### src/include/dcache_config.svh
`ifndef DCACHE_CONFIG_SVH
`define DCACHE_CONFIG_SVH

// address and word widths
`define DC_ADDR_W      32
`define DC_XLEN        64

// geometry, two ways of 64 sets
`define DC_SETS        64
`define DC_INDEX_W     6
`define DC_OFFSET_W    5
`define DC_TAG_W       21

// a line is four words
`define DC_LINE_WORDS  4
`define DC_LINE_W      256

`endif

### src/hdl/dcache_pkg.sv
`default_nettype none
`include "dcache_config.svh"

package dcache_pkg;

  typedef enum logic {
    opLoad  = 1'b0,
    opStore = 1'b1
  } cacheOp_e;

  // request as seen on the cpu port
  typedef struct packed {
    cacheOp_e                  op;
    logic [`DC_ADDR_W-1:0]     addr;
    logic [`DC_XLEN-1:0]       wdata;
    logic [`DC_XLEN/8-1:0]     mask;
  } cpuReq_t;

  // one word per memory transaction
  typedef struct packed {
    logic                      isWrite;
    logic [`DC_ADDR_W-1:0]     addr;
    logic [`DC_XLEN-1:0]       wdata;
  } memReq_t;

  typedef enum logic [2:0] {
    stIdle      = 3'd0,
    stLookup    = 3'd1,
    stWriteBack = 3'd2,
    stRefill    = 3'd3,
    stInstall   = 3'd4,
    stDone      = 3'd5
  } ctrlState_e;

  // line address, offset bits dropped
  typedef struct packed {
    logic [`DC_TAG_W-1:0]      tag;
    logic [`DC_INDEX_W-1:0]    index;
  } lineAddr_t;

endpackage

`default_nettype wire

### src/hdl/writeback_engine.sv
`timescale 1ns/1ps
`default_nettype none
`include "dcache_config.svh"

module writeback_engine (
  input  logic                      clk,
  input  logic                      rst_n,
  input  logic                      start_i,
  input  dcache_pkg::lineAddr_t     addr_i,
  input  logic [`DC_LINE_W-1:0]     line_i,
  output logic                      done_o,
  output logic                      memReq_o,
  output dcache_pkg::memReq_t       memReqData_o,
  input  logic                      memAck_i
);
  import dcache_pkg::*;

  lineAddr_t              addrQ;
  logic [`DC_LINE_W-1:0]  lineQ;
  logic                   busy;
  logic [1:0]             beat;

  always_ff @(posedge clk or negedge rst_n) begin
    if (!rst_n) begin
      busy     <= 1'b0;
      beat     <= '0;
      memReq_o <= 1'b0;
      done_o   <= 1'b0;
    end else begin
      done_o <= 1'b0;
      if (start_i && !busy) begin
        busy     <= 1'b1;
        beat     <= '0;
        memReq_o <= 1'b1;
      end else if (busy) begin
        if (memReq_o && memAck_i) begin
          memReq_o <= 1'b0;
        end else if (!memReq_o && !memAck_i) begin
          if (beat == 2'd3) begin
            busy   <= 1'b0;
            done_o <= 1'b1;
          end else begin
            beat     <= beat + 2'd1;
            memReq_o <= 1'b1;
          end
        end
      end
    end
  end

  // victim copy taken at start, the data store moves on
  always_ff @(posedge clk) begin
    if (start_i && !busy) begin
      addrQ <= addr_i;
      lineQ <= line_i;
    end
  end

  always_comb begin
    memReqData_o.isWrite = 1'b1;
    memReqData_o.addr    = {addrQ.tag, addrQ.index, beat, 3'b000};
    memReqData_o.wdata   = lineQ[beat*`DC_XLEN +: `DC_XLEN];
  end

endmodule

`default_nettype wire

### config.mk
export PLATFORM = sky130hd
export DESIGN_NAME = writeback_engine
export DESIGN_NICKNAME = d
export VERILOG_FILES = /design/src/hdl/dcache_pkg.sv /design/src/hdl/writeback_engine.sv
export VERILOG_INCLUDE_DIRS = /design/src /design/src/include
export SDC_FILE = /design/constraint.sdc
export NUM_CORES = 1
export LEC_CHECK = 0
export BUFFER_PORTS_ARGS = -buffer_cell sky130_fd_sc_hd__buf_2
export CAP_MARGIN = 20
export CORE_MARGIN = 2
export CORE_UTILIZATION = 49
export DETAILED_ROUTE_END_ITERATION = 12
export PLACE_DENSITY = 0.77
export SYNTH_ARGS = -nofsm -noshare
export SYNTH_HDL_FRONTEND = slang
export SYNTH_SLANG_ARGS = --single-unit
### constraint.sdc
create_clock -name clk -period 15.8 [get_ports clk]
set_input_delay 3.95 -clock clk [delete_from_list [all_inputs] [get_ports clk]]
set_output_delay 3.95 -clock clk [all_outputs]
set_load 0.005 [all_outputs]
==> results.md <==
* Status: finished clean
* Clk slew on worst S/H paths at roughly 0.060 ns
* Max Slew Vio Count at 0
* Num CTS Buffers at 29
* Synth warn at 0
* DRC at 0
* Fill cells at 1458
* Via count at 5570
* Cts hold-fix bufs at 0
* Hold Path Sink: memReq_o
* Routed len/inst at 20.7 um
* Final WL at approximately 23 mm
* Clk root buf: clkbuf_16
* Clock Sinks at 288
* Area delta synth->final at 29.2%
* Hold Path Origin: busy
* Worst hold path cell count at 1
* #FFs+latches synth at 288
* Reg power frac at 47.5%
* Worst slew margin at 28.5%
* Tot Pwr at 1.92 mW
* Worst Reg2Reg Path Length in Cells at 3
* Crit-path max FO at 42
* Largest net degree at the start of global routing at 91
* Peak supply drop at 0.164 mV
* Setup Buffers After CTS at 0
* Initial antenna violation count at 2
* Die width at 150 um
* Die H at 150 um
* Most frequent cells in the layout: 381 x buf_2, 283 x edfxtp_1, 64 x mux4_2
* Flop2flop setup slack at 13.26 ns
* Vias in the first global route at 5911
* Leak pwr at 5.05 nW
* Nets at 1086
* Die ar. at 22400 um2
* Unrepaired setup endpoints after global routing: no
* Part of the Yosys area used for sequential elements at 82.9%
* HPWL after detailed placement at 16.2 mm
* Clk buf depth at 3
* FP Rows at 53
* Routed met2 length at 11.9 mm
* First-pass GRT wire length at around 32 mm
* Finished Layout Cells at 1091
* Switching Share at 24.0%
* TritonRoute pass-1 iters at 4
* Critical Path, Cell by Cell: buf_4, mux4_2, buf_2
* Port Buf Inserts at ~380
* CP required at 11.85 ns
* Initial core utilization at 49.6%
* Via density at 5.11
* Clk network pwr share at 32.6%
* Num ports at 386
* Placed cell area at 12500 um2
* Critical Path Start Type: register
* Gr usage total at 19.1%
* TNS Setup at 0 ns
* Max cap viols at 0
* Pwr per Cell Area at 143 nW/um2
* Worst Tran Pin Value at 1.07 ns
* Global route total overflow at 0
* Fmax at between 100 and 150 MHz
* Max incr delay on CP at roughly 0.75 ns
* Core ar. at 21000 um2
* Final setup viols at 0
* Syn avg cell area at 26.5 um2
* Clock Skew at 0.00897 ns
* Fin crit period at 6.82 ns
* Logic gate share of total power at 19.9%
* Final Core Density at 64.1%
* CP Class: reg -> out
* Tcrit/Tclk final at between 40% and 50%
* Worst Setup Slack, final at ~9 ns
* Final Hold Viols at 0
* CTS H-Tree Depth at 1
* Synthesized area at 10400 um2
* Worst Setup End Kind: output pin
* Fin area at 13400 um2
* Pre-CTS setup slack at 9.44 ns
* Pint at around 1.5 mW
* Gp weighted congestion at 0.806
* Cells after DPL at 1038
* CTS tree: built
* Top Metal Used: met4
* Reg-to-reg endpoint: lineQ[60]
* Met1 WL at 7.62 mm
* Initial DRC Count at 331
* Layout cells sized above 1 at 60.6%
* Post-route antenna net violation count at 0
* Cts repair resizes at 0
* Met3 wire length at roughly 2.3 mm
* Mapped Cells at 392
* CP arrival at roughly 2.9 ns
* Hold_ws at 0.639 ns
* Synth unique cells at 20
* Crit-path slowest cell: dfrtp_4
* Psw at 0.461 mW
* Most common cell after layout, fill and taps aside: buf_2
* Hold Path Class: reg -> reg
* Clk Latency, worst-skew pair at 0.53 ns
* Reg2reg start: busy
-- layout make-up --
type                    instances  area [um2]  share of cell area (%)
clock inverters                15         121                   0.904
clock buffers                  35         748                    5.57
flip-flops and latches        288        8630                    64.2
diodes                          2        5.00                  0.0373
multi-input cells              84        1590                    11.8
repair buffers                388        1980                    14.7
inverters                       4        15.0                   0.112
well taps                     275         344                    2.56
-- critical path: cells and delay by family (launching register included) --
kind / cells / cell delay [ns]
buffers and inverters: 2 / 0.89
DFF: 1 / 0.75
muxes: 1 / 0.60
-- sequential cells by signal, summed over array words and instances, names as in the netlist --
| signal | cells |
|---|---|
| done_o | 1 |
| lineQ | 256 |
| memReqData_o | 27 |
| busy | 1 |
| beat | 2 |
| memReq_o | 1 |
-- cells in the mapped netlist (all sizes together) --
library cell	count	share of area, %
conb	2	0.072
clkbuf	1	0.036
nor2	4	0.14
nor2b	1	0.060
edfxtp	283	82
and4bb	1	0.12
o22ai	1	0.060
mux4	64	14
dfrtp	5	1.2
and4	1	0.084
buf	17	1.7
inv	4	0.14
xnor2	1	0.084
o31ai	1	0.072
nand2	1	0.036
a22oi	1	0.072
ha	4	0.48
-- cells by family (layout without fill, tap and decap cells) --
group / Yosys count / in the layout / synth area share, %
compound gates: 3 / 3 / 0.205
xor+xnor: 1 / 1 / 0.0843
fa+ha+maj: 4 / 4 / 0.481
buf+inv: 22 / 442 / 1.90
flops: 288 / 288 / 82.9
mux: 64 / 64 / 13.9
other cells: 2 / 6 / 0.0722
simple gates: 8 / 8 / 0.445
-- worst max-delay path by stage --
stage                       start          endpoint  slack (ns)  cells after the start
after CTS                 beat[0]  memReqData_o[52]        8.87                      3
after floorplan           start_i          lineQ[0]        4.01                      1
after detailed placement  beat[0]  memReqData_o[53]        9.44                      3
after global placement    beat[0]  memReqData_o[53]        9.49                      3
final                     beat[0]  memReqData_o[52]        8.98                      3
after global routing      beat[0]  memReqData_o[53]        8.72                      3
-- power groups by stage --
stage                     Sequential [mW]  Combinational (mW)  Clock, mW
after floorplan                     0.907               0.281          0
after detailed placement            0.933               0.388          0
after global placement              0.931               0.374          0
final                               0.915               0.383      0.627
after CTS                           0.917               0.390      0.640
after global routing                0.922               0.414      0.668
-- routing by layer --
layer	GRT usage (%)	vias up
met2	34.5	304
li1	-	2478
met5	0	-
met1	21.1	2737
met3	6.13	51
met4	6.75	0
(Power assumes the default switching activity.)
