<file path="config.mk">
export PLATFORM = sky130hd
export DESIGN_NAME = refill_engine
export DESIGN_NICKNAME = d
export VERILOG_FILES = /design/src/hdl/dcache_pkg.sv /design/src/hdl/refill_engine.sv
export VERILOG_INCLUDE_DIRS = /design/src /design/src/include
export SDC_FILE = /design/constraint.sdc
export NUM_CORES = 1
export LEC_CHECK = 0
export BUFFER_PORTS_ARGS = -buffer_cell sky130_fd_sc_hd__buf_2
export CORE_AREA = 2 2 173 175
export CTS_BUF_LIST = sky130_fd_sc_hd__clkbuf_16
export DETAILED_ROUTE_END_ITERATION = 8
export DIE_AREA = 0 0 175 177
export GPL_TIMING_DRIVEN = 0
export PLACE_DENSITY = 0.66
export REMOVE_ABC_BUFFERS = 1
export SLEW_MARGIN = 10
export SYNTH_ARGS = -nofsm -noshare
export SYNTH_HDL_FRONTEND = slang
export SYNTH_SLANG_ARGS = --single-unit
</file>
<file path="constraint.sdc">
create_clock -name clk -period 8.4 [get_ports clk]
set_input_delay 2.1 -clock clk [delete_from_list [all_inputs] [get_ports clk]]
set_output_delay 2.1 -clock clk [all_outputs]
set_load 0.005 [all_outputs]
</file>
<file path="src/include/dcache_config.svh">
`ifndef DCACHE_CONFIG_SVH
`define DCACHE_CONFIG_SVH

// address and word widths
`define DC_ADDR_W      32
`define DC_XLEN        64

// geometry, two ways of 64 sets
`define DC_SETS        64
`define DC_INDEX_W     6
`define DC_OFFSET_W    5
`define DC_TAG_W       21

// a line is four words
`define DC_LINE_WORDS  4
`define DC_LINE_W      256

`endif

</file>
<file path="src/hdl/dcache_pkg.sv">
`default_nettype none
`include "dcache_config.svh"

package dcache_pkg;

  typedef enum logic {
    opLoad  = 1'b0,
    opStore = 1'b1
  } cacheOp_e;

  // request as seen on the cpu port
  typedef struct packed {
    cacheOp_e                  op;
    logic [`DC_ADDR_W-1:0]     addr;
    logic [`DC_XLEN-1:0]       wdata;
    logic [`DC_XLEN/8-1:0]     mask;
  } cpuReq_t;

  // one word per memory transaction
  typedef struct packed {
    logic                      isWrite;
    logic [`DC_ADDR_W-1:0]     addr;
    logic [`DC_XLEN-1:0]       wdata;
  } memReq_t;

  typedef enum logic [2:0] {
    stIdle      = 3'd0,
    stLookup    = 3'd1,
    stWriteBack = 3'd2,
    stRefill    = 3'd3,
    stInstall   = 3'd4,
    stDone      = 3'd5
  } ctrlState_e;

  // line address, offset bits dropped
  typedef struct packed {
    logic [`DC_TAG_W-1:0]      tag;
    logic [`DC_INDEX_W-1:0]    index;
  } lineAddr_t;

endpackage

`default_nettype wire

</file>
<file path="src/hdl/refill_engine.sv">
`timescale 1ns/1ps
`default_nettype none
`include "dcache_config.svh"

module refill_engine (
  input  logic                      clk,
  input  logic                      rst_n,
  input  logic                      start_i,
  input  dcache_pkg::lineAddr_t     addr_i,
  output logic                      done_o,
  output logic [`DC_LINE_W-1:0]     line_o,
  output logic                      memReq_o,
  output dcache_pkg::memReq_t       memReqData_o,
  input  logic                      memAck_i,
  input  logic [`DC_XLEN-1:0]       memRdata_i
);
  import dcache_pkg::*;

  lineAddr_t  addrQ;
  logic       busy;
  logic [1:0] beat;

  always_ff @(posedge clk or negedge rst_n) begin
    if (!rst_n) begin
      busy     <= 1'b0;
      beat     <= '0;
      memReq_o <= 1'b0;
      done_o   <= 1'b0;
    end else begin
      done_o <= 1'b0;
      if (start_i && !busy) begin
        busy     <= 1'b1;
        beat     <= '0;
        memReq_o <= 1'b1;
      end else if (busy) begin
        if (memReq_o && memAck_i) begin
          memReq_o <= 1'b0;
        end else if (!memReq_o && !memAck_i) begin
          // ack is back low, next beat or finish
          if (beat == 2'd3) begin
            busy   <= 1'b0;
            done_o <= 1'b1;
          end else begin
            beat     <= beat + 2'd1;
            memReq_o <= 1'b1;
          end
        end
      end
    end
  end

  always_ff @(posedge clk) begin
    if (start_i && !busy) begin
      addrQ <= addr_i;
    end
    if (busy && memReq_o && memAck_i) begin
      line_o[beat*`DC_XLEN +: `DC_XLEN] <= memRdata_i;
    end
  end

  always_comb begin
    memReqData_o.isWrite = 1'b0;
    memReqData_o.addr    = {addrQ.tag, addrQ.index, beat, 3'b000};
    memReqData_o.wdata   = '0;
  end

endmodule

`default_nettype wire

</file>
==> results.json <==
{
  "outcome": "finished clean",
  "synth.yosys.seq_area_share_pct": 77.5,
  "drt-vias-per-instance": 4.51,
  "critPathArrivalTime_ns": 1.26,
  "synth-seq-cells": 288,
  "p_leak_uw": 0.00581,
  "synthesis.area_um2": 11100,
  "yosys_warnings": 0,
  "initialDrtViolationCount": 546,
  "postSynthAreaPerCell_um2": 14.8,
  "die_wd_um": 175,
  "number_of_global_route_vias_before_repair": 6916,
  "multi_input_comb_area_um2": 2070,
  "worstSkewPairLatency_ns": 0.54,
  "fmax_mhz": 297,
  "totalPowerFinal_uw": 4290,
  "die_extent_in_y_um": 177,
  "grt_start_max_net_pins": 66,
  "register_area_um2": 8620,
  "place_congestion": 0.764,
  "tritoncts_clock_tree": "yes",
  "synth_edf_count": 283,
  "timing_worst_setup_path_type": "reg2out",
  "critPathCaptureType": "output pin",
  "post_dp_cell_area_um2": 13400,
  "hold_buffers_post_cts": 0,
  "critPathLaunchType": "register",
  "worst_path_dominant_cell_family": "flip-flops",
  "peakVddDrop_mv": 0.168,
  "nets": 1246,
  "drive_gt1_share_pct": 38.1,
  "cap_violations": 0,
  "hold_viol": 0,
  "detail_route.wl_per_cell_um": 18.3,
  "wire_length_of_the_first_global_routing_pass_um": 41500,
  "gr-total-overflow": 0,
  "timing.clock.skew_ns": 0.00788,
  "hold_path_class": "reg2reg",
  "area_share_of_the_largest_cell_type_after_synthesis_pct": 76.4,
  "h-tree-depth": 1,
  "unrepaired_setup_endpoints_after_global_routing": "false",
  "buffer_ports.inserted": 381,
  "yosysUniqueCellTypes": 29,
  "fillCellCount": 2630,
  "cts_resized": 0,
  "setup_viol": 0,
  "die-area_um2": 31000,
  "critPathSlowestCell": "sky130_fd_sc_hd__dfrtp_1",
  "area_growth_pct": 28.0,
  "worst_slack_ns": 5.04,
  "remaining_drc_errors": 0,
  "worst_setup_hold_path_clk_slew_ns": 0.06,
  "async_reset_ff_share_pct": 1.74,
  "synth.top_cells.by_count": "283 x sky130_fd_sc_hd__edfxtp_1, 193 x sky130_fd_sc_hd__nor2_1, 68 x sky130_fd_sc_hd__and2_1, 68 x sky130_fd_sc_hd__buf_4, 61 x sky130_fd_sc_hd__nand2b_1",
  "final_max_slew_viol_count": 0,
  "synth_top_area_cell": "sky130_fd_sc_hd__edfxtp_1",
  "slew_headroom_pct": 47.1,
  "synth_most_common_cell": "sky130_fd_sc_hd__edfxtp_1",
  "num_cts_buffers": 29,
  "drt-total-wl_um": 28400,
  "antenna_violating_nets_post_route": 0,
  "initial_antenna_violation_count": 2,
  "pre_cts_slack_ns": 4.72,
  "placeableCoreArea_um2": 29200,
  "netlist_top_cells_area": "sky130_fd_sc_hd__edfxtp_1 76%, sky130_fd_sc_hd__nor2_1 6.5%, sky130_fd_sc_hd__buf_4 4.6%, sky130_fd_sc_hd__and2_1 3.8%, sky130_fd_sc_hd__nand2b_1 3.4%",
  "drt_pass1_iterations": 5,
  "start_util_pct": 38.1,
  "worst_tran_pin_value_ns": 0.792,
  "worst_path_fanout_max": 7,
  "hold_slack_ns": 0.642,
  "max_stage_delay_ns": 0.54,
  "via_count": 7014,
  "grt_use_total_pct": 17.6,
  "dp_hpwl_um": 19800,
  "critical_path.n_buffers_inverters": 1,
  "boundaryPins": 450,
  "num_rows": 63,
  "syn_inst": 751,
  "cts_root_buf": "sky130_fd_sc_hd__clkbuf_16",
  "postCtsSetupBuffers": 0,
  "cts_num_sinks": 288,
  "timing.critical_path.required_ns": 6.30,
  "final_design_area_no_fill_um2": 14200,
  "cts-root-to-sink-buffers": 3,
  "critical_path.cell_chain": "buf_2",
  "post-route-period-util_pct": 40.1,
  "period_needed_ns": 3.36,
  "synthFlopType": "sky130_fd_sc_hd__edfxtp_1",
  "power.density_nw_per_um2": 301
}
[kinds of logic (layout without fill, tap and decap cells)]
group / after synthesis / in the layout / share of synthesized area (%)
buffers and inverters: 112 / 458 / 6.64
AOI/OAI and AO/OA: 3 / 3 / 0.169
DFF: 288 / 288 / 77.5
other: 1 / 69 / 0.0337
adders and majority gates: 8 / 8 / 0.900
xor gates and xnor gates: 1 / 1 / 0.0787
and+or+nand+nor: 338 / 338 / 14.7
[where the power goes]
part | leakage, µW | switching (µW) | total, µW | internal, µW
Sequential | 0.00271 | 58.2 | 1950 | 1890
Combinational | 0.00265 | 752 | 1170 | 416
Clock | 0.000445 | 520 | 1170 | 651
Total | 0.00581 | 1330 | 4290 | 2960
[sequential cells by signal, summed over array words and instances, names as in the netlist]
name          flops
beat              2
busy              1
done_o            1
line_o          256
memReqData_o     27
memReq_o          1
[cells in the final DEF, fill, tap and decap left out, types with 4 or more instances in the layout]
cell type,netlist,final
sky130_fd_sc_hd__buf_2,8,381
sky130_fd_sc_hd__edfxtp_1,283,283
sky130_fd_sc_hd__nor2_1,193,193
sky130_fd_sc_hd__conb_1,1,68
sky130_fd_sc_hd__and2_1,68,64
sky130_fd_sc_hd__nand2b_1,61,61
sky130_fd_sc_hd__clkbuf_16,0,29
sky130_fd_sc_hd__inv_1,7,14
sky130_fd_sc_hd__buf_8,0,10
sky130_fd_sc_hd__clkinv_1,0,8
sky130_fd_sc_hd__ha_1,8,7
sky130_fd_sc_hd__clkinv_2,0,6
sky130_fd_sc_hd__dfrtp_1,5,5
sky130_fd_sc_hd__and2_4,0,4
sky130_fd_sc_hd__nor3_1,4,4
sky130_fd_sc_hd__buf_12,0,4
[final timing paths]
kind / from / to / slack, ns / depth (start not counted)
setup / recovery: beat[0] / memReqData_o[67] / 5.04 / 1
hold / removal: memReq_o / memReq_o / 0.64 / 2
setup reg to reg: beat[0] / line_o[34] / 5.67 / 6
hold reg to reg: memReq_o / memReq_o / 0.64 / 2
max in group asynchronous: rst_n / beat[1] / 6.90 / 1
min in group asynchronous: rst_n / memReq_o / 1.37 / 1
[tightest hold or removal path, stage by stage (launching register included)]
cell and delay [ns]:
sky130_fd_sc_hd__dfrtp_1 0.43, sky130_fd_sc_hd__nor3_1 0.07, sky130_fd_sc_hd__a21oi_1 0.10
[per-stage QoR]
stage	utilization (%)	setup TNS, ns	cells
CTS	48.7	0	1554
global placement	44.7	-134.49	1485
finish	48.7	0	1555
global route	48.7	0	1555
floorplan	-	0	714
detailed placement	45.8	0	1502
[layout make-up]
class,instances,area share [%]
Clock inverter,23,0.869
Antenna cell,1,0.0176
Inverter,8,0.211
Clock buffer,29,5.09
Multi-Input combinational cell,418,14.5
Sequential cell,288,60.5
Timing Repair Buffer,398,15.4
Tap cell,390,3.42
[per-layer routing]
metal	GRT usage (%)	part of all wire, %	vias up
met4	5.21	2.3	2
met5	0	0.056	-
met1	21.4	39	3403
li1	-	-	3218
met3	3.29	7.0	44
met2	31.8	52	347
Note: power is estimated with default switching activity, not from simulation.
