## src/include/dcache_config.svh

```systemverilog
`ifndef DCACHE_CONFIG_SVH
`define DCACHE_CONFIG_SVH

// address and word widths
`define DC_ADDR_W      32
`define DC_XLEN        64

// geometry, two ways of 64 sets
`define DC_SETS        64
`define DC_INDEX_W     6
`define DC_OFFSET_W    5
`define DC_TAG_W       21

// a line is four words
`define DC_LINE_WORDS  4
`define DC_LINE_W      256

`endif

```

## src/hdl/dcache_pkg.sv

```systemverilog
`default_nettype none
`include "dcache_config.svh"

package dcache_pkg;

  typedef enum logic {
    opLoad  = 1'b0,
    opStore = 1'b1
  } cacheOp_e;

  // request as seen on the cpu port
  typedef struct packed {
    cacheOp_e                  op;
    logic [`DC_ADDR_W-1:0]     addr;
    logic [`DC_XLEN-1:0]       wdata;
    logic [`DC_XLEN/8-1:0]     mask;
  } cpuReq_t;

  // one word per memory transaction
  typedef struct packed {
    logic                      isWrite;
    logic [`DC_ADDR_W-1:0]     addr;
    logic [`DC_XLEN-1:0]       wdata;
  } memReq_t;

  typedef enum logic [2:0] {
    stIdle      = 3'd0,
    stLookup    = 3'd1,
    stWriteBack = 3'd2,
    stRefill    = 3'd3,
    stInstall   = 3'd4,
    stDone      = 3'd5
  } ctrlState_e;

  // line address, offset bits dropped
  typedef struct packed {
    logic [`DC_TAG_W-1:0]      tag;
    logic [`DC_INDEX_W-1:0]    index;
  } lineAddr_t;

endpackage

`default_nettype wire

```

## src/hdl/cache_ctrl.sv

```systemverilog
`timescale 1ns/1ps
`default_nettype none
`include "dcache_config.svh"

module cache_ctrl (
  input  logic                      clk,
  input  logic                      rst_n,
  input  logic                      cpuReq_i,
  input  dcache_pkg::cpuReq_t       cpuReqData_i,
  output logic                      cpuAck_o,
  output logic [`DC_XLEN-1:0]       cpuRdata_o,
  // tag store side
  input  logic                      hit_i,
  input  logic                      hitWay_i,
  input  logic                      victimWay_i,
  input  logic                      victimDirty_i,
  input  logic [`DC_TAG_W-1:0]      victimTag_i,
  output logic                      tagWrite_o,
  output logic                      tagWay_o,
  output logic [`DC_INDEX_W-1:0]    index_o,
  output logic [`DC_TAG_W-1:0]      tag_o,
  output logic                      markDirty_o,
  output logic                      touch_o,
  // data store side
  input  logic [`DC_XLEN-1:0]       rdWord_i,
  input  logic [`DC_LINE_W-1:0]     victimLine_i,
  output logic                      dataWe_o,
  output logic                      dataWay_o,
  output logic                      lineWrite_o,
  output logic [1:0]                wordSel_o,
  output logic [`DC_XLEN-1:0]       storeData_o,
  output logic [`DC_XLEN/8-1:0]     storeMask_o,
  output logic [`DC_LINE_W-1:0]     fillLine_o,
  // engines
  output logic                      wbStart_o,
  input  logic                      wbDone_i,
  output dcache_pkg::lineAddr_t     wbAddr_o,
  output logic [`DC_LINE_W-1:0]     wbLine_o,
  output logic                      rfStart_o,
  input  logic                      rfDone_i,
  output dcache_pkg::lineAddr_t     rfAddr_o,
  input  logic [`DC_LINE_W-1:0]     rfLine_i
);
  import dcache_pkg::*;

  ctrlState_e state;
  cpuReq_t    reqQ;
  logic       wayQ;
  logic       lookupWay;
  logic       isLookup;

  always_ff @(posedge clk or negedge rst_n) begin
    if (!rst_n) begin
      state     <= stIdle;
      cpuAck_o  <= 1'b0;
      wbStart_o <= 1'b0;
      rfStart_o <= 1'b0;
    end else begin
      wbStart_o <= 1'b0;
      rfStart_o <= 1'b0;
      case (state)
        stIdle: begin
          if (cpuReq_i) begin
            state <= stLookup;
          end
        end
        stLookup: begin
          if (hit_i) begin
            state    <= stDone;
            cpuAck_o <= 1'b1;
          end else if (victimDirty_i) begin
            state     <= stWriteBack;
            wbStart_o <= 1'b1;
          end else begin
            state     <= stRefill;
            rfStart_o <= 1'b1;
          end
        end
        stWriteBack: begin
          // refill always follows the write-back
          if (wbDone_i) begin
            state     <= stRefill;
            rfStart_o <= 1'b1;
          end
        end
        stRefill: begin
          if (rfDone_i) begin
            state <= stInstall;
          end
        end
        stInstall: state <= stLookup;
        stDone: begin
          if (!cpuReq_i) begin
            state    <= stIdle;
            cpuAck_o <= 1'b0;
          end
        end
        default: state <= stIdle;
      endcase
    end
  end

  always_ff @(posedge clk) begin
    if (state == stIdle && cpuReq_i) begin
      reqQ <= cpuReqData_i;
    end
    // victim way and address are frozen for the whole miss
    if (state == stLookup) begin
      wayQ           <= lookupWay;
      wbAddr_o.tag   <= victimTag_i;
      wbAddr_o.index <= index_o;
    end
  end

  assign isLookup  = (state == stLookup);
  assign lookupWay = hit_i ? hitWay_i : victimWay_i;
  assign tagWay_o  = isLookup ? lookupWay : wayQ;
  assign dataWay_o = tagWay_o;

  // address split of the latched request
  assign tag_o     = reqQ.addr[`DC_ADDR_W-1 -: `DC_TAG_W];
  assign index_o   = reqQ.addr[`DC_OFFSET_W +: `DC_INDEX_W];
  assign wordSel_o = reqQ.addr[`DC_OFFSET_W-1:3];

  assign touch_o     = isLookup && hit_i;
  assign markDirty_o = touch_o && (reqQ.op == opStore);
  assign tagWrite_o  = (state == stInstall);
  assign lineWrite_o = tagWrite_o;
  assign dataWe_o    = tagWrite_o || markDirty_o;

  assign storeData_o = reqQ.wdata;
  assign storeMask_o = reqQ.mask;
  assign fillLine_o  = rfLine_i;
  assign wbLine_o    = victimLine_i;
  assign rfAddr_o    = '{tag: tag_o, index: index_o};

  // stores answer with zero
  assign cpuRdata_o = (cpuAck_o && reqQ.op == opLoad) ? rdWord_i : '0;

endmodule

`default_nettype wire

```

## config.mk

```make
export PLATFORM = sky130hd
export DESIGN_NAME = cache_ctrl
export DESIGN_NICKNAME = d
export VERILOG_FILES = /design/src/hdl/dcache_pkg.sv /design/src/hdl/cache_ctrl.sv
export VERILOG_INCLUDE_DIRS = /design/src /design/src/include
export SDC_FILE = /design/constraint.sdc
export NUM_CORES = 1
export LEC_CHECK = 0
export ABC_AREA = 1
export BUFFER_PORTS_ARGS = -buffer_cell sky130_fd_sc_hd__clkbuf_2
export CAP_MARGIN = 20
export CORE_AREA = 2 2 567 569
export CTS_CLUSTER_DIAMETER = 80
export DETAILED_ROUTE_END_ITERATION = 16
export DIE_AREA = 0 0 569 571
export MAX_ROUTING_LAYER = met4
export PLACE_DENSITY = 0.3
export SLEW_MARGIN = 20
export SYNTH_ARGS = -nofsm -noshare
export SYNTH_HDL_FRONTEND = slang
export SYNTH_SLANG_ARGS = --single-unit
```

## constraint.sdc

```tcl
create_clock -name clk -period 8.5 [get_ports clk]
set_input_delay 0.85 -clock clk [delete_from_list [all_inputs] [get_ports clk]]
set_output_delay 0.85 -clock clk [all_outputs]
set_load 0.05 [all_outputs]
```

==> out/qor.yml, run 1 <==
gp_congestion: 0.7816
fin_worst_skew_ns: 0.01238
cts.sinks: 136
io_pins: 1452
crit_type: "reg -> out"
rsz0062_at_grt: "false"
nFillCells: 37720
grt_first_pass_wirelength_mm: 169.9
clk_pin_slew_ns: 0.08
route.vias.total: 5622
slew_headroom_pct: 45.23
hold_buffers: 0
tritoncts: "yes"
grt_usage_pct: 9.625
critPathArrivalTime_ns: 2.53
cts_inserted_buffers: 17
syn_to_final_growth_pct: 33.53
grt_pass1_vias: 5863
grt_max_degree: 65
yosys.area.top_type: "buf_4"
hold_ws_ns: 0.2214
worstPathRequired_ns: 7.65
cts_setup_buffers: 0
clockBufferDepth: 2
gr-total-overflow: 0
drive_gt1_share_pct: 60.10
crit_fanout: 31
fmax_mhz: 295.7
antenna_found_initial: 55
io_buffers: 424
drv_cap: 0
tns_ns: 0
min_period_ns: 3.382
postSynthAreaPerCell_um2: 9.967
die_width_um: 569
syn_inst: 966
worst_slew_pin_slew_ns: 0.8216
crit_top_cell: "nand2_2"
endpoint_kind: "output pin"
die_h_um: 571
viasPerCell: 1.120
cts_max_level: 4
period_share_pct: 39.79
coreArea_um2: 319300
layout_common_cells: "424 x clkbuf_2, 129 x edfxtp_1, 74 x inv_1"
hpwl_mm: 151.5
slew_viol_final: 0
wire_per_inst_um: 31.48
ir_drop_mv: 0.1438
cpPeakStageDelay_ns: 0.50
status: "finished, final reports clean"
synth_nets: 1677
synth-seq-cells: 136
critPathBufInv: 3
synthesis.area_um2: 9628
drcViolationCount: 0
initial_core_util_pct: 3.015
clk_latency_ns: 0.47
synth_top_area_share_pct: 50.14
num_rows: 208
final_common_cell: "clkbuf_2"
nNetsFinal: 1475
hp-class: "in -> async"
synth_cell_types: 21
startpoint_type: "register"
setup_violations: 0
ys_seq_area_share_pct: 42.00
path_delay_family: "buffers and inverters"
slowest_stage: "dfrtp_1"
synth_area_leaders: "buf_4 50%, edfxtp_1 40%, inv_1 2.9%, nor2_1 2.8%, dfrtp_1 1.6%"
leakagePower_nw: 3.973
worstPathCellList: "nor3_4 -> buf_4 -> nand2_2 -> clkinv_1 -> nand2_2 -> nand3_2 -> clkbuf_2"
ant_nets: 0
cts_root_buf: "clkbuf_16"
drtIter0Drc: 268
p_per_area_nw_per_um2: 245.2
dieArea_um2: 324900
ctsResizeCount: 0
dr.pass1.iters: 6
yosysWarningCount: 0
final_hold_viol_count: 0
drt_wl_total_mm: 158.1
[synth_stat cells]
library cell	number
o22ai_1	2
nand3_2	1
dfxtp_1	1
buf_4	643
o21ai_0	1
and2_1	1
clkbuf_1	2
nand3_1	5
nor3_1	1
nand4_1	2
nand2_2	2
nor2_1	71
nand2_1	17
inv_1	74
dfrtp_1	6
o21ai_2	1
edfxtp_1	129
buf_2	4
clkinv_1	1
nor3_4	1
inv_2	1
[final cells by class]
type	count	area, um^2	area share (%)
clock buffer	17	425.4	3.309
sequential	136	4044	31.45
antenna	43	107.6	0.8370
clock inverter	15	135.1	1.051
tap	4200	5255	40.88
inverter	76	285.3	2.219
timing repair buffer	428	2152	16.74
multi-input combinational	105	451.7	3.513
[sequential cells by signal, indices dropped and copies added, names as in the netlist]
| signal | cells |
|---|---|
| storeData_o | 64 |
| wbAddr_o | 27 |
| rfAddr_o | 21 |
| storeMask_o | 8 |
| index_o | 6 |
| state | 3 |
| wordSel_o | 2 |
| cpuAck_o | 1 |
| reqQ | 1 |
| rfStart_o | 1 |
| wayQ | 1 |
| wbStart_o | 1 |
[stage by stage]
stage / power (W) / util (%) / instances / cell area [um^2] / worst slack [ns]
after CTS: 0.003262 / 3.992 / 4977 / 12750 / 4.859
after floorplan: 0.002757 / - / 966 / 9628 / 0.05314
final: 0.003152 / 4.026 / 5020 / 12860 / 5.118
after global routing: 0.003328 / 4.004 / 4992 / 12790 / 4.805
after global placement: 0.002465 / 3.817 / 4945 / 12190 / 5.418
after detailed placement: 0.002457 / 3.817 / 4945 / 12190 / 5.429
[logic make-up after synthesis]
family / share of synthesized area [%]
simple gates: 4.340
buf+inv: 53.39
flops: 42.00
compound gates: 0.2729
[path summary, 6_finish.rpt]
check | endpoint | from | cells after the start | slack (ns)
max reg2reg | storeMask_o[3] | state[1] | 5 | 5.97
min reg2reg | cpuAck_o | cpuAck_o | 2 | 0.57
max in group asynchronous | cpuAck_o | rst_n | 1 | 8.11
min in group clk | storeData_o[43] | cpuReqData_i[51] | 1 | 0.55
max | dataWay_o | state[2] | 7 | 5.12
min | rfStart_o | rst_n | 1 | 0.22
[worst reg2reg max path: stages, from the launching register on]
cell and delay [ns]:
dfrtp_1 0.44, nor2_1 0.16, inv_1 0.11, nor3_2 0.11, buf_4 0.58, buf_4 0.69
[report_power, final]
group          leakage [nW]  switching (W)  internal, W
combinational          2.43        0.00117     0.000207
clock                 0.266       0.000378     0.000384
sequential             1.28      0.0000763     0.000933
total                  3.97        0.00163      0.00152
[per-layer routing]
layer  vias to the layer above  track usage [%]  share of wire [%]
met5                         -                -                  0
met4                         0            3.186                3.8
met3                       299            15.02                 35
met2                      1126            17.99                 54
met1                      2199            2.046                7.5
li1                       1998                -                  -
(Power assumes the default switching activity.)
==> inputs of run 2 (changes only) <==
--- a/config.mk
+++ b/config.mk
@@ -6,13 +6,13 @@
 export SDC_FILE = /design/constraint.sdc
 export NUM_CORES = 1
 export LEC_CHECK = 0
-export ABC_AREA = 1
+export ABC_AREA = 0
 export BUFFER_PORTS_ARGS = -buffer_cell sky130_fd_sc_hd__clkbuf_2
 export CAP_MARGIN = 20
-export CORE_AREA = 2 2 567 569
+export CORE_AREA = 2 2 568 570
 export CTS_CLUSTER_DIAMETER = 80
 export DETAILED_ROUTE_END_ITERATION = 16
-export DIE_AREA = 0 0 569 571
+export DIE_AREA = 0 0 570 572
 export MAX_ROUTING_LAYER = met4
 export PLACE_DENSITY = 0.3
 export SLEW_MARGIN = 20
==> constraint.sdc (replaced) <==
create_clock -name clk -period 3.3 [get_ports clk]
set_input_delay 0.33 -clock clk [delete_from_list [all_inputs] [get_ports clk]]
set_output_delay 0.33 -clock clk [all_outputs]
set_load 0.05 [all_outputs]
==> run 2 against run 1 <==
  * Wire length decreased by 18%
  * Critical endpoint is now cpuRdata_o[47]
  * Global-route usage decreased by 1.8 points
  * Clock power increased to 2.7 times the previous value
  * First-iteration DRC count decreased by 11%
==> out/qor.yml, run 2 <==
endpoint_kind: "output pin"
layout_common_cells: "424 x clkbuf_2, 129 x edfxtp_1, 114 x dlygate4sd3_1"
ant_nets: 0  # unchanged
ff2ff_path_depth: 3  # -2
hp-class: "in -> reg"
final_hold_viol_count: 0  # unchanged
nFillCells: 37720  # -0.011%
multi_input_area_um2: 626.9  # +39%
synth_cell_types: 29  # +38%
route.vias.total: 5544  # -1.4%
synth_enable_flop_cells: 129  # unchanged
drive_gt1_share_pct: 57.73  # -2.4 points
design_area_um2: 13910  # +8.2%
coreArea_um2: 319800  # +0.16%
wire_per_inst_um: 25.72  # -18%
crit_type: "reg -> out"
initial_core_util_pct: 2.985  # -0.030 points
rsz0062_at_grt: "false"
drcViolationCount: 0  # unchanged
synth-seq-cells: 136  # unchanged
die_h_um: 572  # +0.18%
ys_seq_area_share_pct: 42.36  # +0.36 points
grt_usage_pct: 7.810  # -1.8 points
drv_cap: 0  # unchanged
syn_to_final_growth_pct: 45.70
path_delay_family: "simple AND/OR/NAND/NOR gates"
critPathBufInv: 2  # -1
tritoncts: "yes"
worstPathCellList: "nor2b_4 -> buf_4 -> and2_1 -> clkbuf_2"
holdPathStages: 1
ir_drop_mv: 0.4817  # +230%
antenna_found_initial: 22  # -60%
tns_ns: 0  # unchanged
num_rows: 208  # unchanged
nNetsFinal: 1507  # +2.2%
post-synth-top-count-cell: "buf_4"
cts_inserted_buffers: 17  # unchanged
grt_first_pass_wirelength_mm: 140.4  # -17%
largest_reg_flops: 64  # unchanged
yosysWarningCount: 0  # unchanged
setup_violations: 0  # unchanged
worst_slew_pin_slew_ns: 0.8051  # -0.01643 ns
synth_area_leaders: "buf_4 51%, edfxtp_1 41%, and2_1 4.3%, dfrtp_1 1.6%, buf_6 0.24%"
period_share_pct: 82.53
clockBufferDepth: 2  # unchanged
pwr-share-seq_pct: 32.7  # +0.7 points
yosys.area.top_type: "buf_4"
grt_max_degree: 70  # +7.7%
drt_wl_total_mm: 129.3  # -18%
cts.sinks: 136  # unchanged
postSynthAreaPerCell_um2: 10.78  # +8.1%
clkPwrFrac_pct: 26.2  # +2.0 points
drtIter0Drc: 239  # -11%
worstPathRequired_ns: 2.97  # -4.68 ns
clk_pin_slew_ns: 0.07  # about the same
synth_top_area_share_pct: 50.72  # +0.58 points
gr-total-overflow: 0  # unchanged
synth_flop_cell: "edfxtp_1"
synthArstFlopShare_pct: 4.412  # unchanged
crit_fanout: 46  # +48%
syn_inst: 886  # -8.3%
dpl_cell_area_um2: 12130  # -0.48%
min_period_ns: 2.724
io_pins: 1452  # unchanged
viasPerCell: 1.103  # -1.5%
grt_pass1_vias: 5968  # +1.8%
power.switching_w: 0.003704  # +130%
startpoint_type: "register"
critPathArrivalTime_ns: 2.39  # -0.14 ns
leakagePower_nw: 4.122  # +3.8%
io_buffers: 424  # unchanged
final_util_pct: 4.349  # +0.32 points
gp_congestion: 0.7073  # -9.5%
seq_area_um2: 4044  # unchanged
synthTopCellsByCount: "645 x buf_4, 129 x edfxtp_1, 65 x and2_1"
clk_latency_ns: 0.49  # +0.02 ns
synth_nets: 1597  # -4.8%
slew_viol_final: 0  # unchanged
final_common_cell: "clkbuf_2"
slew_headroom_pct: 46.32  # +1.1 points
ctsResizeCount: 0  # unchanged
cts_max_level: 4  # unchanged
power.internal_w: 0.004109  # +170%
cpPeakStageDelay_ns: 0.67  # +0.17 ns
fin_worst_skew_ns: 0.02061  # +0.008232 ns
fmax_mhz: 367.2
dr.pass1.iters: 4  # -2
power_switching_share_pct: 47.41  # -4.2 points
combPwrFrac_pct: 41.0  # -2.8 points
cts_root_buf: "clkbuf_16"
die_width_um: 570  # +0.18%
cp.depth: 4  # -3
p_per_area_nw_per_um2: 561.7  # +130%
dieArea_um2: 326000  # +0.35%
hpwl_mm: 121.4  # -20%
slowest_stage: "nor2b_4"
synthesis.area_um2: 9547  # -0.84%
status: "finished, final reports clean"
## run 2: cell types whose count changed after synthesis, sizes merged, moves of 4 or more
cell,previous run,this run
and2,1,65
nor2,71,3
clkbuf,2,6
nand3,6,1
nand2,19,2
inv,75,3
## run 2: repair_timing
action,CTS,global route
hold buffers,114,0
setup buffers,0,0
endpoints found under the hold margin,119,0
endpoints found under the setup margin,0,0
## run 2: cell families after synthesis
kind of cell / after synthesis / synth area share (%)
simple gates: 80 / 5.308
flops: 136 / 42.36
mux: 2 / 0.2228
buf+inv: 656 / 51.31
compound gates: 12 / 0.7995
## run 2: power groups by stage
stage          Clock (W)  Sequential (W)  Combinational [W]
4_1_cts          0.00219         0.00258            0.00332
5_1_grt          0.00220         0.00260            0.00339
2_1_floorplan          0         0.00290            0.00375
3_3_place_gp           0         0.00260            0.00322
3_5_place_dp           0         0.00260            0.00320
6_report         0.00205         0.00256            0.00321
## run 2: layout make-up
| cell class | count | area share (%) |
|---|---|---|
| well taps | 4200 | 37.78 |
| flip-flops and latches | 136 | 29.07 |
| inverters | 3 | 0.08096 |
| diodes | 18 | 0.3238 |
| multi-input cells | 94 | 4.507 |
| clock inverters | 15 | 1.214 |
| repair buffers | 544 | 23.96 |
| clock buffers | 17 | 3.058 |
## run 2: per-layer routing
metal  GRT usage (%)  vias to the layer above  share of wire, %
li1                -                     2029                 -
met1           2.275                     2218                11
met2           13.13                     1060                49
met3           12.38                      237                35
met4           3.780                        0               5.3
met5               -                        -                 0
## run 2: path summary, 6_finish.rpt
| check | to | slack [ns] | startpoint |
|---|---|---|---|
| hold / removal | storeData_o[60] | 0.08 | cpuReqData_i[68] |
| hold reg to reg | wayQ | 0.51 | wayQ |
| setup reg to reg | rfAddr_o[8] | 1.26 | state[2] |
| max in group asynchronous | wbStart_o | 2.77 | rst_n |
| min in group asynchronous | state[2] | 0.37 | rst_n |
| setup / recovery | cpuRdata_o[47] | 0.58 | cpuAck_o |
## run 2: stage by stage
step	power [W]	setup slack [ns]	hold slack [ns]	std cells
2_1_floorplan	0.006653	-0.9753	0.03441	886
3_3_place_gp	0.005819	1.061	0.1960	4863
3_5_place_dp	0.005802	1.019	0.1968	4863
4_1_cts	0.008076	0.4189	0.02893	5009
5_1_grt	0.008192	0.2619	0.04761	5026
6_report	0.007813	0.5765	0.07673	5027
