<file path="config.mk">
export PLATFORM = sky130hd
export DESIGN_NAME = mem_arbiter
export DESIGN_NICKNAME = d
export VERILOG_FILES = /design/src/hdl/dcache_pkg.sv /design/src/hdl/mem_arbiter.sv
export VERILOG_INCLUDE_DIRS = /design/src /design/src/include
export SDC_FILE = /design/constraint.sdc
export NUM_CORES = 1
export LEC_CHECK = 0
export BUFFER_PORTS_ARGS = -buffer_cell sky130_fd_sc_hd__buf_2
export CAP_MARGIN = 15
export CORE_AREA = 10 10 159 161
export CTS_CLUSTER_SIZE = 25
export DETAILED_ROUTE_END_ITERATION = 6
export DIE_AREA = 0 0 169 171
export PLACE_DENSITY = 0.41
export SYNTH_ARGS = -nofsm -noshare
export SYNTH_HDL_FRONTEND = slang
export SYNTH_SLANG_ARGS = --single-unit
</file>
<file path="constraint.sdc">
create_clock -name clk -period 1.25 [get_ports clk]
set_input_delay 0.125 -clock clk [delete_from_list [all_inputs] [get_ports clk]]
set_output_delay 0.125 -clock clk [all_outputs]
set_load 0.03 [all_outputs]
</file>
<file path="src/include/dcache_config.svh">
`ifndef DCACHE_CONFIG_SVH
`define DCACHE_CONFIG_SVH

// address and word widths
`define DC_ADDR_W      32
`define DC_XLEN        64

// geometry, two ways of 64 sets
`define DC_SETS        64
`define DC_INDEX_W     6
`define DC_OFFSET_W    5
`define DC_TAG_W       21

// a line is four words
`define DC_LINE_WORDS  4
`define DC_LINE_W      256

`endif

</file>
<file path="src/hdl/dcache_pkg.sv">
`default_nettype none
`include "dcache_config.svh"

package dcache_pkg;

  typedef enum logic {
    opLoad  = 1'b0,
    opStore = 1'b1
  } cacheOp_e;

  // request as seen on the cpu port
  typedef struct packed {
    cacheOp_e                  op;
    logic [`DC_ADDR_W-1:0]     addr;
    logic [`DC_XLEN-1:0]       wdata;
    logic [`DC_XLEN/8-1:0]     mask;
  } cpuReq_t;

  // one word per memory transaction
  typedef struct packed {
    logic                      isWrite;
    logic [`DC_ADDR_W-1:0]     addr;
    logic [`DC_XLEN-1:0]       wdata;
  } memReq_t;

  typedef enum logic [2:0] {
    stIdle      = 3'd0,
    stLookup    = 3'd1,
    stWriteBack = 3'd2,
    stRefill    = 3'd3,
    stInstall   = 3'd4,
    stDone      = 3'd5
  } ctrlState_e;

  // line address, offset bits dropped
  typedef struct packed {
    logic [`DC_TAG_W-1:0]      tag;
    logic [`DC_INDEX_W-1:0]    index;
  } lineAddr_t;

endpackage

`default_nettype wire

</file>
<file path="src/hdl/mem_arbiter.sv">
`timescale 1ns/1ps
`default_nettype none
`include "dcache_config.svh"

module mem_arbiter (
  input  logic                  clk,
  input  logic                  rst_n,
  input  logic                  wbReq_i,
  input  dcache_pkg::memReq_t   wbReqData_i,
  input  logic                  rfReq_i,
  input  dcache_pkg::memReq_t   rfReqData_i,
  output logic                  wbAck_o,
  output logic                  rfAck_o,
  output logic [`DC_XLEN-1:0]   rdata_o,
  output logic                  memReq_o,
  output dcache_pkg::memReq_t   memReqData_o,
  input  logic                  memAck_i,
  input  logic [`DC_XLEN-1:0]   memRdata_i
);

  logic granted;
  logic ownerWb;
  logic ownerReq;

  assign ownerReq = ownerWb ? wbReq_i : rfReq_i;

  always_ff @(posedge clk or negedge rst_n) begin
    if (!rst_n) begin
      granted <= 1'b0;
      ownerWb <= 1'b0;
    end else if (!granted) begin
      // write-back wins a tie
      if (wbReq_i || rfReq_i) begin
        granted <= 1'b1;
        ownerWb <= wbReq_i;
      end
    end else if (!ownerReq && !memAck_i) begin
      granted <= 1'b0;
    end
  end

  assign memReq_o     = granted && ownerReq;
  assign memReqData_o = ownerWb ? wbReqData_i : rfReqData_i;
  assign wbAck_o      = granted && ownerWb && memAck_i;
  assign rfAck_o      = granted && !ownerWb && memAck_i;
  assign rdata_o      = memRdata_i;

endmodule

`default_nettype wire

</file>
==> results of run 1 <==
## what timing repair did
item,in CTS,in global routing
buffers inserted,0,2
pin swaps,0,1
endpoints found under the setup margin,101,101
hold endpoints to repair,2,0
resized for setup,80,21
hold buffers,1,0
gates cloned,0,2
## worst register-to-register path: cells and delay by family, from the launching register on
| kind | cells | cell delay, ps |
|---|---|---|
| DFF | 1 | 540 |
| buffers and inverters | 2 | 310 |
| muxes | 1 | 190 |
| AOI/OAI and AO/OA | 1 | 100 |
## per-stage QoR
step,utilization [%],hold slack [ps]
finish,17.7,173
detailed placement,15.7,-88.9
floorplan,-,-171
CTS,17.2,176
global placement,15.7,-87.6
global route,17.7,187
## area by class of cell
| type | count | area share, % |
|---|---|---|
| sequential | 2 | 1.37 |
| clock buffer | 4 | 2.01 |
| multi-input combinational | 105 | 38.0 |
| inverter | 2 | 0.191 |
| tap | 285 | 9.09 |
| timing repair buffer | 309 | 49.3 |
## registers in the layout (all words and copies together) (netlist names)
signal,flops
ownerWb,1
granted,1
## metal layers
metal | global-route usage, % | vias to the layer above
met1 | 6.21 | 979
li1 | - | 1057
met5 | 0 | -
met2 | 11.7 | 161
met4 | 2.36 | 0
met3 | 2.71 | 26
## kinds of logic after synthesis
kind of cell | share of synthesized area (%)
flops | 2.28
mux | 65.0
simple gates | 1.19
compound gates | 0.683
buf+inv | 30.9
## placed cells by master (no fill, tap or decap), drive strengths merged
cell         netlist  final
buf               75    307
mux2              97     97
clkbuf             0      5
inv                2      2
nor3               2      2
dfrtp              2      2
mux2i              1      1
nor2               1      1
and3               1      1
a31oi              1      1
nand2b             1      1
a22o               1      1
dlygate4sd3        0      1
## worst paths after layout
check / cells after the start / end / slack [ps] / startpoint
max: 4 / memReqData_o[41] / -410 / ownerWb
min: 2 / ownerWb / 170 / wbReq_i
max reg2reg: 4 / granted / -20 / ownerWb
min reg2reg: 1 / granted / 540 / granted
max in group asynchronous: 2 / ownerWb / 910 / rst_n
min in group asynchronous: 2 / ownerWb / 230 / rst_n
## report_power, final
group	internal, mW	switching (mW)
Combinational	3.65	3.92
Clock	0.420	0.0818
Sequential	0.101	0.0768
Total	4.17	4.08
==> results.md, run 1 <==
* CP arrival at 1540 ps
* Leak at approximately 2.2 nW
* Most common cell in the synthesized netlist: mux2_4
* Syn. warnings at 0
* Hold WC Path Type: in -> reg
* Critical path data required time at about 1100 ps
* Pwr dens at around 2100 nW/um^2
* Post-route setup slack at -412 ps
* Fillers at approximately 2,500
* Yosys cell types at 16
* Period minus WS final at 1660 ps
* Kind of critical path: reg -> out
* Placed Cells at 699
* Avg Inst Size Synth at roughly 12 um^2
* Setup TNS at -35,250 ps
* Outcome: complete, but fails checks
* CP Capture Type: primary output
* Clk_lat worst skew at 220 ps
* Share of the synthesized area in the top cell type at 59.4%
* Place WS at -209 ps
* Post-Syn Instances at 184
* Clock buffer depth at 2
* Clock slew at reported path FFs at around 30 ps
* Crit path buffers/inverters at 3
* Number of vias in the routed layout at around 2,200
* # IOs at 427
* Remaining Overflow, GRT at 0
* Final-report max-slew violation count at 0
* Max IR drop VDD at 0.000444 V
* Post-route insts no fill at between 700 and 800
* Share of cells above drive strength 1 at roughly 97%
* Crit path max fanout at 7
* Tightest Pin Transition at approximately 220 ps
* M1 WL at approximately 3800 um
* First-pass GRT wire length at 14,700 um
* CP top delay family: flip-flops
* Critical Path Start Type: flop
* Drt drc at 0
* Top achievable clock speed at between 600 and 700 MHz
* # H-tree levels at 1
* ANT nets after route at 0
* Clk sink count at 2
* # setup viols final at 101
* Met3 routed WL at between 1000 and 1500 um
* Area delta synth->final at 78.4%
* Synth top area cells: mux2_4 59%, buf_4 22%, buf_12 7.3%
* Initial antenna violation count at 0
* Die area at roughly 29,000 um^2
* Final Hold Fails at 0
* Async set-reset flop share out of synthesis at 100%
* CP peak stage delay at 540 ps
* Drt first pass iters at 4
* Post-synth EDFFs at 0
* Violated checks: negative setup slack
* Period utilisation layout at 133%
* Placed inst area at between 3000 and 4000 um^2
* Clk root buf: clkbuf_16
* Slowest CP cell: dfrtp_4
* Total power at between 8 and 9 mW
* Crit path cell chain: buf_12 > clkbuf_16 > mux2_4 > buf_6
* Core area at approximately 22,000 um^2
* Area of the mapped netlist at around 2200 um^2
* Inserted Clock Buffers at 3
* Worst clock skew at 3.38 ps
* Final Cell Area at 3920 um^2
* Row Count at 55
* Post-synth top cells: 87 x mux2_4, 64 x buf_4, 10 x mux2_2, 8 x buf_12
* Wire length per cell at between 15 and 20 um
* DPL Wire Length at slightly below 10,000 um
* Unrepaired setup endpoints after global routing: yes
* Pin count of the biggest net entering global routing at 30
* Met2 wire length at a little under 6000 um
* Multi-input gate area at around 1500 um^2
* Area leader, netlist: mux2_4
* Sequential cell area at approximately 54 um^2
* Port Buf Inserts at 298
* Synth Flop Type: dfrtp_1
* Final nets at 686
* Gp weighted congestion at 0.766
* Die width at roughly 170 um
* Max-Cap Viols at 0
* Total Wirelength at between 10,000 and 15,000 um
* Max layer used: met4
* Syn nets at approximately 450
* Seq cells post-synth at 2
* Seq/Total Area, Yosys at approximately 2.3%
* Initial core utilization at around a tenth
* Die height at approximately 170 um
* Worst rel slew slack at 85.1%
* Global Route Usage Sum at under 10%
* Vias/cell at ~3.1
* Antenna Cells at 0
* Vias in the first global route at 2,445
* CTS tree: done
* Drt first-iter violations at 57
Note: power is estimated with default switching activity, not from simulation.
==> run 2, diff against run 1 <==
PLACE_DENSITY = default   (was 0.41)
==> run 2 against run 1 <==
The run still ends with negative setup slack left. Clock-buffer cell count stayed put. Final area is 10% higher. Wire length is 10% higher. Via count is 6.8% higher. Sequential share of layout area is 0.12 points lower. Non-clock buffer count is 12 higher. Maximum frequency is 0.84% higher. Sequential power is 24% lower. Combinational power is 14% higher. First-iteration DRC count is 28% lower. Largest cell class unchanged. Largest power group unchanged.
==> results.md, run 2 (same netlist as run 1, synthesis figures left out) <==
* Total Wirelength at 12,300 um (+10%)
* DPL Wire Length at 10,800 um (+9.3%)
* Tightest Pin Transition at 183 ps (-40.3 ps)
* Gp weighted congestion at 0.804 (+4.9%)
* Most used cell, CP: buf_12
* Drt first pass iters at 3 (-1)
* Crit path max fanout at 16 (+9)
* Crit path cell chain: buf_12 > buf_12 > mux2_4 > buf_4
* Max-Cap Viols at 0 (unchanged)
* Hold WC Path Type: in -> reg
* Clock slew at reported path FFs at 30 ps (about the same)
* Cell internal pwr at 5.03 mW (+21%)
* Final Hold Fails at 0 (unchanged)
* Vias in the first global route at 2,640 (+8.0%)
* CP Capture Type: primary output
* Final-report max-slew violation count at 0 (unchanged)
* Period minus WS final at 1650 ps (-13.9 ps)
* Clk_lat worst skew at 220 ps (about the same)
* Initial core utilization at 9.90% (unchanged)
* Global Route Usage Sum at 7.22% (+0.86 points)
* Core area at 22,200 um^2 (unchanged)
* Most frequent cells in the layout: 198 x buf_2, 90 x buf_6, 87 x mux2_4
* Fillers at 2,419 (-2.1%)
* Pin count of the biggest net entering global routing at 21 (-30%)
* Share of total power in sequential cells at 1.5% (-0.7 points)
* Crit path from: ownerWb
* Number of vias in the routed layout at 2,374 (+6.8%)
* Place WS at -204 ps (+4.57 ps)
* Worst clock skew at 5.53 ps (+2.15 ps)
* Placed Cells at 710 (+1.6%)
* Antenna Cells at 0 (unchanged)
* Leak at 2.37 nW (+6.5%)
* Drt drc at 0 (unchanged)
* Drt first-iter violations at 41 (-28%)
* Period utilisation layout at 132% (-1.1 points)
* Setup TNS at -35,300 ps (-45.8 ps)
* Final Util at 19.4% (+1.8 points)
* # setup viols final at 100 (-0.99%)
* Remaining Overflow, GRT at 0 (unchanged)
* Logic pwr share at 93.2% (+1.4 points)
* Vias/cell at 3.30 (+5.0%)
* Inserted Clock Buffers at 3 (unchanged)
* Multi-input gate area at 1490 um^2 (-0.17%)
* Clk sink count at 2 (unchanged)
* Sequential cell area at 53.8 um^2 (unchanged)
* Kind of critical path: reg -> out
* Area delta synth->final at 96.2%
* # IOs at 427 (unchanged)
* Max IR drop VDD at 0.00112 V (+150%)
* CP peak stage delay at 490 ps (-50 ps)
* Top achievable clock speed at 607 MHz (+0.84%)
* CP arrival at 1520 ps (-20 ps)
* Post-route setup slack at -398 ps (+13.9 ps)
* First-pass GRT wire length at 16,400 um (+11%)
* Die width at 169 um (unchanged)
* Post-route insts no fill at 719 (+1.7%)
* Min-delay src: wbReq_i
* Clock buffer depth at 2 (unchanged)
* Pwr dens at 2150 nW/um^2 (+2.2%)
* ANT nets after route at 0 (unchanged)
* Critical Path Start Type: flop
* Row Count at 55 (unchanged)
* Initial antenna violation count at 0 (unchanged)
* Violated checks: negative setup slack
* Largest registers: granted: 1 flops, ownerWb: 1 flops
* Unrepaired setup endpoints after global routing: yes
* Final nets at 698 (+1.7%)
* Wire length per cell at 17.1 um (+8.4%)
* Worst rel slew slack at 87.5% (+2.4 points)
* NetSw at 4.25 mW (+4.1%)
* CTS tree: done
* Die area at 28,900 um^2 (unchanged)
* Net Sw Frac at 45.8% (-3.7 points)
* Clk root buf: clkbuf_16
* Die height at 171 um (unchanged)
* Worst reg2reg startpoint: ownerWb
* Clock Power Share at 5.4% (-0.7 points)
* Hold Slack at 194 ps (+21.7 ps)
* Outcome: complete, but fails checks
* Share of cells above drive strength 1 at 97.7% (+0.54 points)
* Critical path data required time at 1120 ps (about the same)
* Port Buf Inserts at 298 (unchanged)
* # H-tree levels at 1 (unchanged)
* Most common cell after layout, fill and taps aside: buf_2
* Slowest CP cell: dfrtp_4
-- run 2: cell types whose count changed in the layout (fill, tap and decap cells not counted), sizes merged --
cell | before | now
buf | 307 | 319
-- run 2: power groups by stage --
| stage | clock, mW | combinational, mW | sequential (mW) |
|---|---|---|---|
| after CTS | 0.506 | 8.39 | 0.137 |
| after global placement | 0 | 7.08 | 0.136 |
| after floorplan | 0 | 5.96 | 0.105 |
| after global routing | 0.519 | 9.06 | 0.142 |
| final | 0.497 | 8.64 | 0.136 |
| after detailed placement | 0 | 7.11 | 0.138 |
-- run 2: critical path, delay by kind of cell, from the launching register on --
kind / cells / cell delay [ps]
buffers and inverters: 3 / 490
DFF: 1 / 490
muxes: 1 / 300
-- run 2: stage by stage --
step	area (um^2)	total power, mW
2_1_floorplan	2210	6.06
4_1_cts	4190	9.03
3_3_place_gp	3580	7.22
6_report	4320	9.28
3_5_place_dp	3580	7.25
5_1_grt	4320	9.72
-- run 2: worst paths after layout --
kind	end	slack (ps)	cells past startpoint
hold / removal	ownerWb	190	2
max in group asynchronous	ownerWb	930	2
min in group asynchronous	ownerWb	210	2
hold reg to reg	granted	540	1
setup / recovery	memReqData_o[68]	-400	4
setup reg to reg	ownerWb	120	3
-- run 2: metal layers --
layer | GRT usage (%) | wire length (um) | vias up
met1 | 6.29 | 3810 | 1044
met2 | 13.8 | 6470 | 200
li1 | - | - | 1084
met4 | 3.98 | 549 | 0
met5 | 0 | 0 | -
met3 | 2.91 | 1460 | 46
-- run 2: layout make-up --
class	count	area share [%]
Clock buffer	4	1.83
Inverter	2	0.174
Multi-Input combinational cell	105	34.5
Sequential cell	2	1.25
Tap cell	285	8.26
Timing Repair Buffer	321	54.0
-- run 2: repair_timing --
item,in CTS,in global routing
cloned,0,1
resized for setup,168,25
endpoints found under the hold margin,2,0
setup buffers,3,0
hold buffers,1,0
endpoints found under the setup margin,100,100
==> run 3, diff against run 2 <==
CTS_BUF_LIST = sky130_fd_sc_hd__clkbuf_4   (was default)
==> run 3 against run 2 <==
The run still ends with negative setup slack left. Largest cell class unchanged. Power decreased by 3.4%. Clock-buffer cell count unchanged. Critical endpoint unchanged. Die area did not move. Register-to-register slack about the same. Highest routed layer unchanged.
==> results.md, run 3 (same netlist as run 1, synthesis figures left out) <==
* Clk root buf: clkbuf_4
* Violated checks: negative setup slack
* Vias in the first global route at 2,640 (unchanged)
* Multi-input gate area at 1490 um^2 (unchanged)
* Total power at 8.97 mW (-3.4%)
* Outcome: complete, but fails checks
* ANT nets after route at 0 (unchanged)
* Share of total power in sequential cells at 1.5% (about the same)
* Period utilisation layout at 133% (+1.1 points)
* Sequential cell area at 53.8 um^2 (unchanged)
* Clk sink count at 2 (unchanged)
* # IOs at 427 (unchanged)
* Leak at 2.35 nW (-0.83%)
* Max IR drop VDD at 0.000918 V (-18%)
* Most frequent cells in the layout: 198 x buf_2, 90 x buf_6, 87 x mux2_4
* Vias/cell at 3.30 (about the same)
* Area delta synth->final at 94.1%
* Pin count of the biggest net entering global routing at 21 (unchanged)
* Drt first-iter violations at 50 (+22%)
* Cell internal pwr at 4.75 mW (-5.6%)
* Gp weighted congestion at 0.804 (unchanged)
* Critical Path Start Type: flop
* Clock buffer depth at 2 (unchanged)
* Period minus WS final at 1660 ps (+13.3 ps)
* First-pass GRT wire length at 16,400 um (+0.21%)
* Number of vias in the routed layout at 2,375 (+0.042%)
* Share of cells above drive strength 1 at 97.9% (+0.23 points)
* Max layer used: met4
* CTS tree: done
* Clock slew at reported path FFs at 40 ps (about the same)
* Remaining Overflow, GRT at 0 (unchanged)
* Top achievable clock speed at 602 MHz (-0.80%)
* NetSw at 4.22 mW (-0.74%)
* # setup viols final at 100 (unchanged)
* Post-route setup slack at -411 ps (-13.3 ps)
* CP Capture Type: primary output
* Drt drc at 0 (unchanged)
* Die area at 28,900 um^2 (unchanged)
* Kind of critical path: reg -> out
* Final Cell Area at 4270 um^2 (-1.1%)
* Unrepaired setup endpoints after global routing: yes
* Setup TNS at -36,500 ps (-1200 ps)
* Clock Power Share at 2.0% (-3.4 points)
* CP peak stage delay at 490 ps (about the same)
* Net Sw Frac at 47.0% (+1.2 points)
* Tightest Pin Transition at 181 ps (-1.96 ps)
* Core area at 22,200 um^2 (unchanged)
* M1 WL at 3780 um (-0.60%)
* Met2 wire length at 6500 um (+0.39%)
* Final-report max-slew violation count at 0 (unchanged)
* Post-route insts no fill at 720 (+0.14%)
* Global Route Usage Sum at 7.25% (+0.029 points)
* Clk_lat worst skew at 230 ps (about the same)
* Met3 routed WL at 1470 um (+1.0%)
* DPL Wire Length at 10,800 um (unchanged)
* Fillers at 2,428 (+0.37%)
* Total Wirelength at 12,300 um (+0.11%)
* Initial antenna violation count at 1 (+1)
* Row Count at 55 (unchanged)
* Die width at 169 um (unchanged)
* Max-Cap Viols at 0 (unchanged)
* Worst clock skew at 10.9 ps (+5.39 ps)
* Pwr dens at 2100 nW/um^2 (-2.3%)
* Placed inst area at 3580 um^2 (unchanged)
* Hold WC Path Type: in -> reg
* Slowest CP cell: dfrtp_4
* Critical path data required time at 1120 ps (about the same)
* Worst rel slew slack at 87.7% (+0.13 points)
* Reg2reg setup slack at 120 ps (about the same)
* Crit path max fanout at 16 (unchanged)
* # H-tree levels at 1 (unchanged)
* CP arrival at 1540 ps (+20 ps)
* Most common cell after layout, fill and taps aside: buf_2
* Final nets at 698 (unchanged)
* Port Buf Inserts at 298 (unchanged)
* Wire length per cell at 17.1 um (about the same)
* Die height at 171 um (unchanged)
* Inserted Clock Buffers at 3 (unchanged)
* Most used cell, CP: buf_12
* Placed Cells at 710 (unchanged)
* Largest registers: granted: 1 flops, ownerWb: 1 flops
* Crit path cell chain: buf_12 > buf_12 > mux2_4 > buf_4
* Final Hold Fails at 0 (unchanged)
* Initial core utilization at 9.90% (unchanged)
* Logic pwr share at 96.4% (+3.2 points)
* Drt first pass iters at 4 (+1)
-- run 3: cell types whose count changed in the layout (fill, tap and decap cells not counted), sizes merged --
cell	change
diode	+1
-- run 3: power by group through the flow --
stage	logic (mW)	clock network (mW)	registers, mW
3_5_place_dp	7.11	0	0.138
3_3_place_gp	7.08	0	0.136
2_1_floorplan	5.96	0	0.105
6_report	8.65	0.183	0.136
5_1_grt	9.06	0.214	0.141
4_1_cts	8.39	0.196	0.137
-- run 3: worst max-delay path: cells and delay by family, from the launching register on --
family / cells / cell delay, ps
muxes: 1 / 300
buffers and inverters: 3 / 490
DFF: 1 / 490
-- run 3: through the flow --
stage,setup WS (ps),hold WS (ps),utilization (%)
after floorplan,35.8,-171,-
after global placement,-203,-79.9,16.1
after detailed placement,-204,-87.4,16.1
after CTS,-428,162,18.6
after global routing,-456,189,19.2
final,-411,183,19.2
-- run 3: final timing paths --
| check | start | end | cells past startpoint |
|---|---|---|---|
| min in group asynchronous | rst_n | ownerWb | 2 |
| hold / removal | wbReq_i | ownerWb | 2 |
| hold reg to reg | granted | granted | 1 |
| max in group asynchronous | rst_n | granted | 2 |
| setup / recovery | ownerWb | memReqData_o[68] | 4 |
| setup reg to reg | ownerWb | ownerWb | 3 |
-- run 3: metal layers --
layer / global-route usage, % / vias to the layer above
met3: 2.98 / 44
met4: 4.09 / 0
met1: 6.29 / 1043
met5: 0 / -
li1: - / 1084
met2: 13.8 / 204
-- run 3: area by class of cell --
type	instances	share of cell area, %
Timing Repair Buffer	321	54.6
Multi-Input combinational cell	105	34.9
Tap cell	285	8.35
Sequential cell	2	1.26
Clock buffer	4	0.703
Inverter	2	0.176
Antenna cell	1	0.0586
-- run 3: timing repair --
item                                    CTS  global route
gates resized for setup                 168            25
endpoints found under the setup margin  100           100
endpoints found under the hold margin     2             0
hold buffers                              1             0
setup buffers                             3             0
cloned                                    0             1
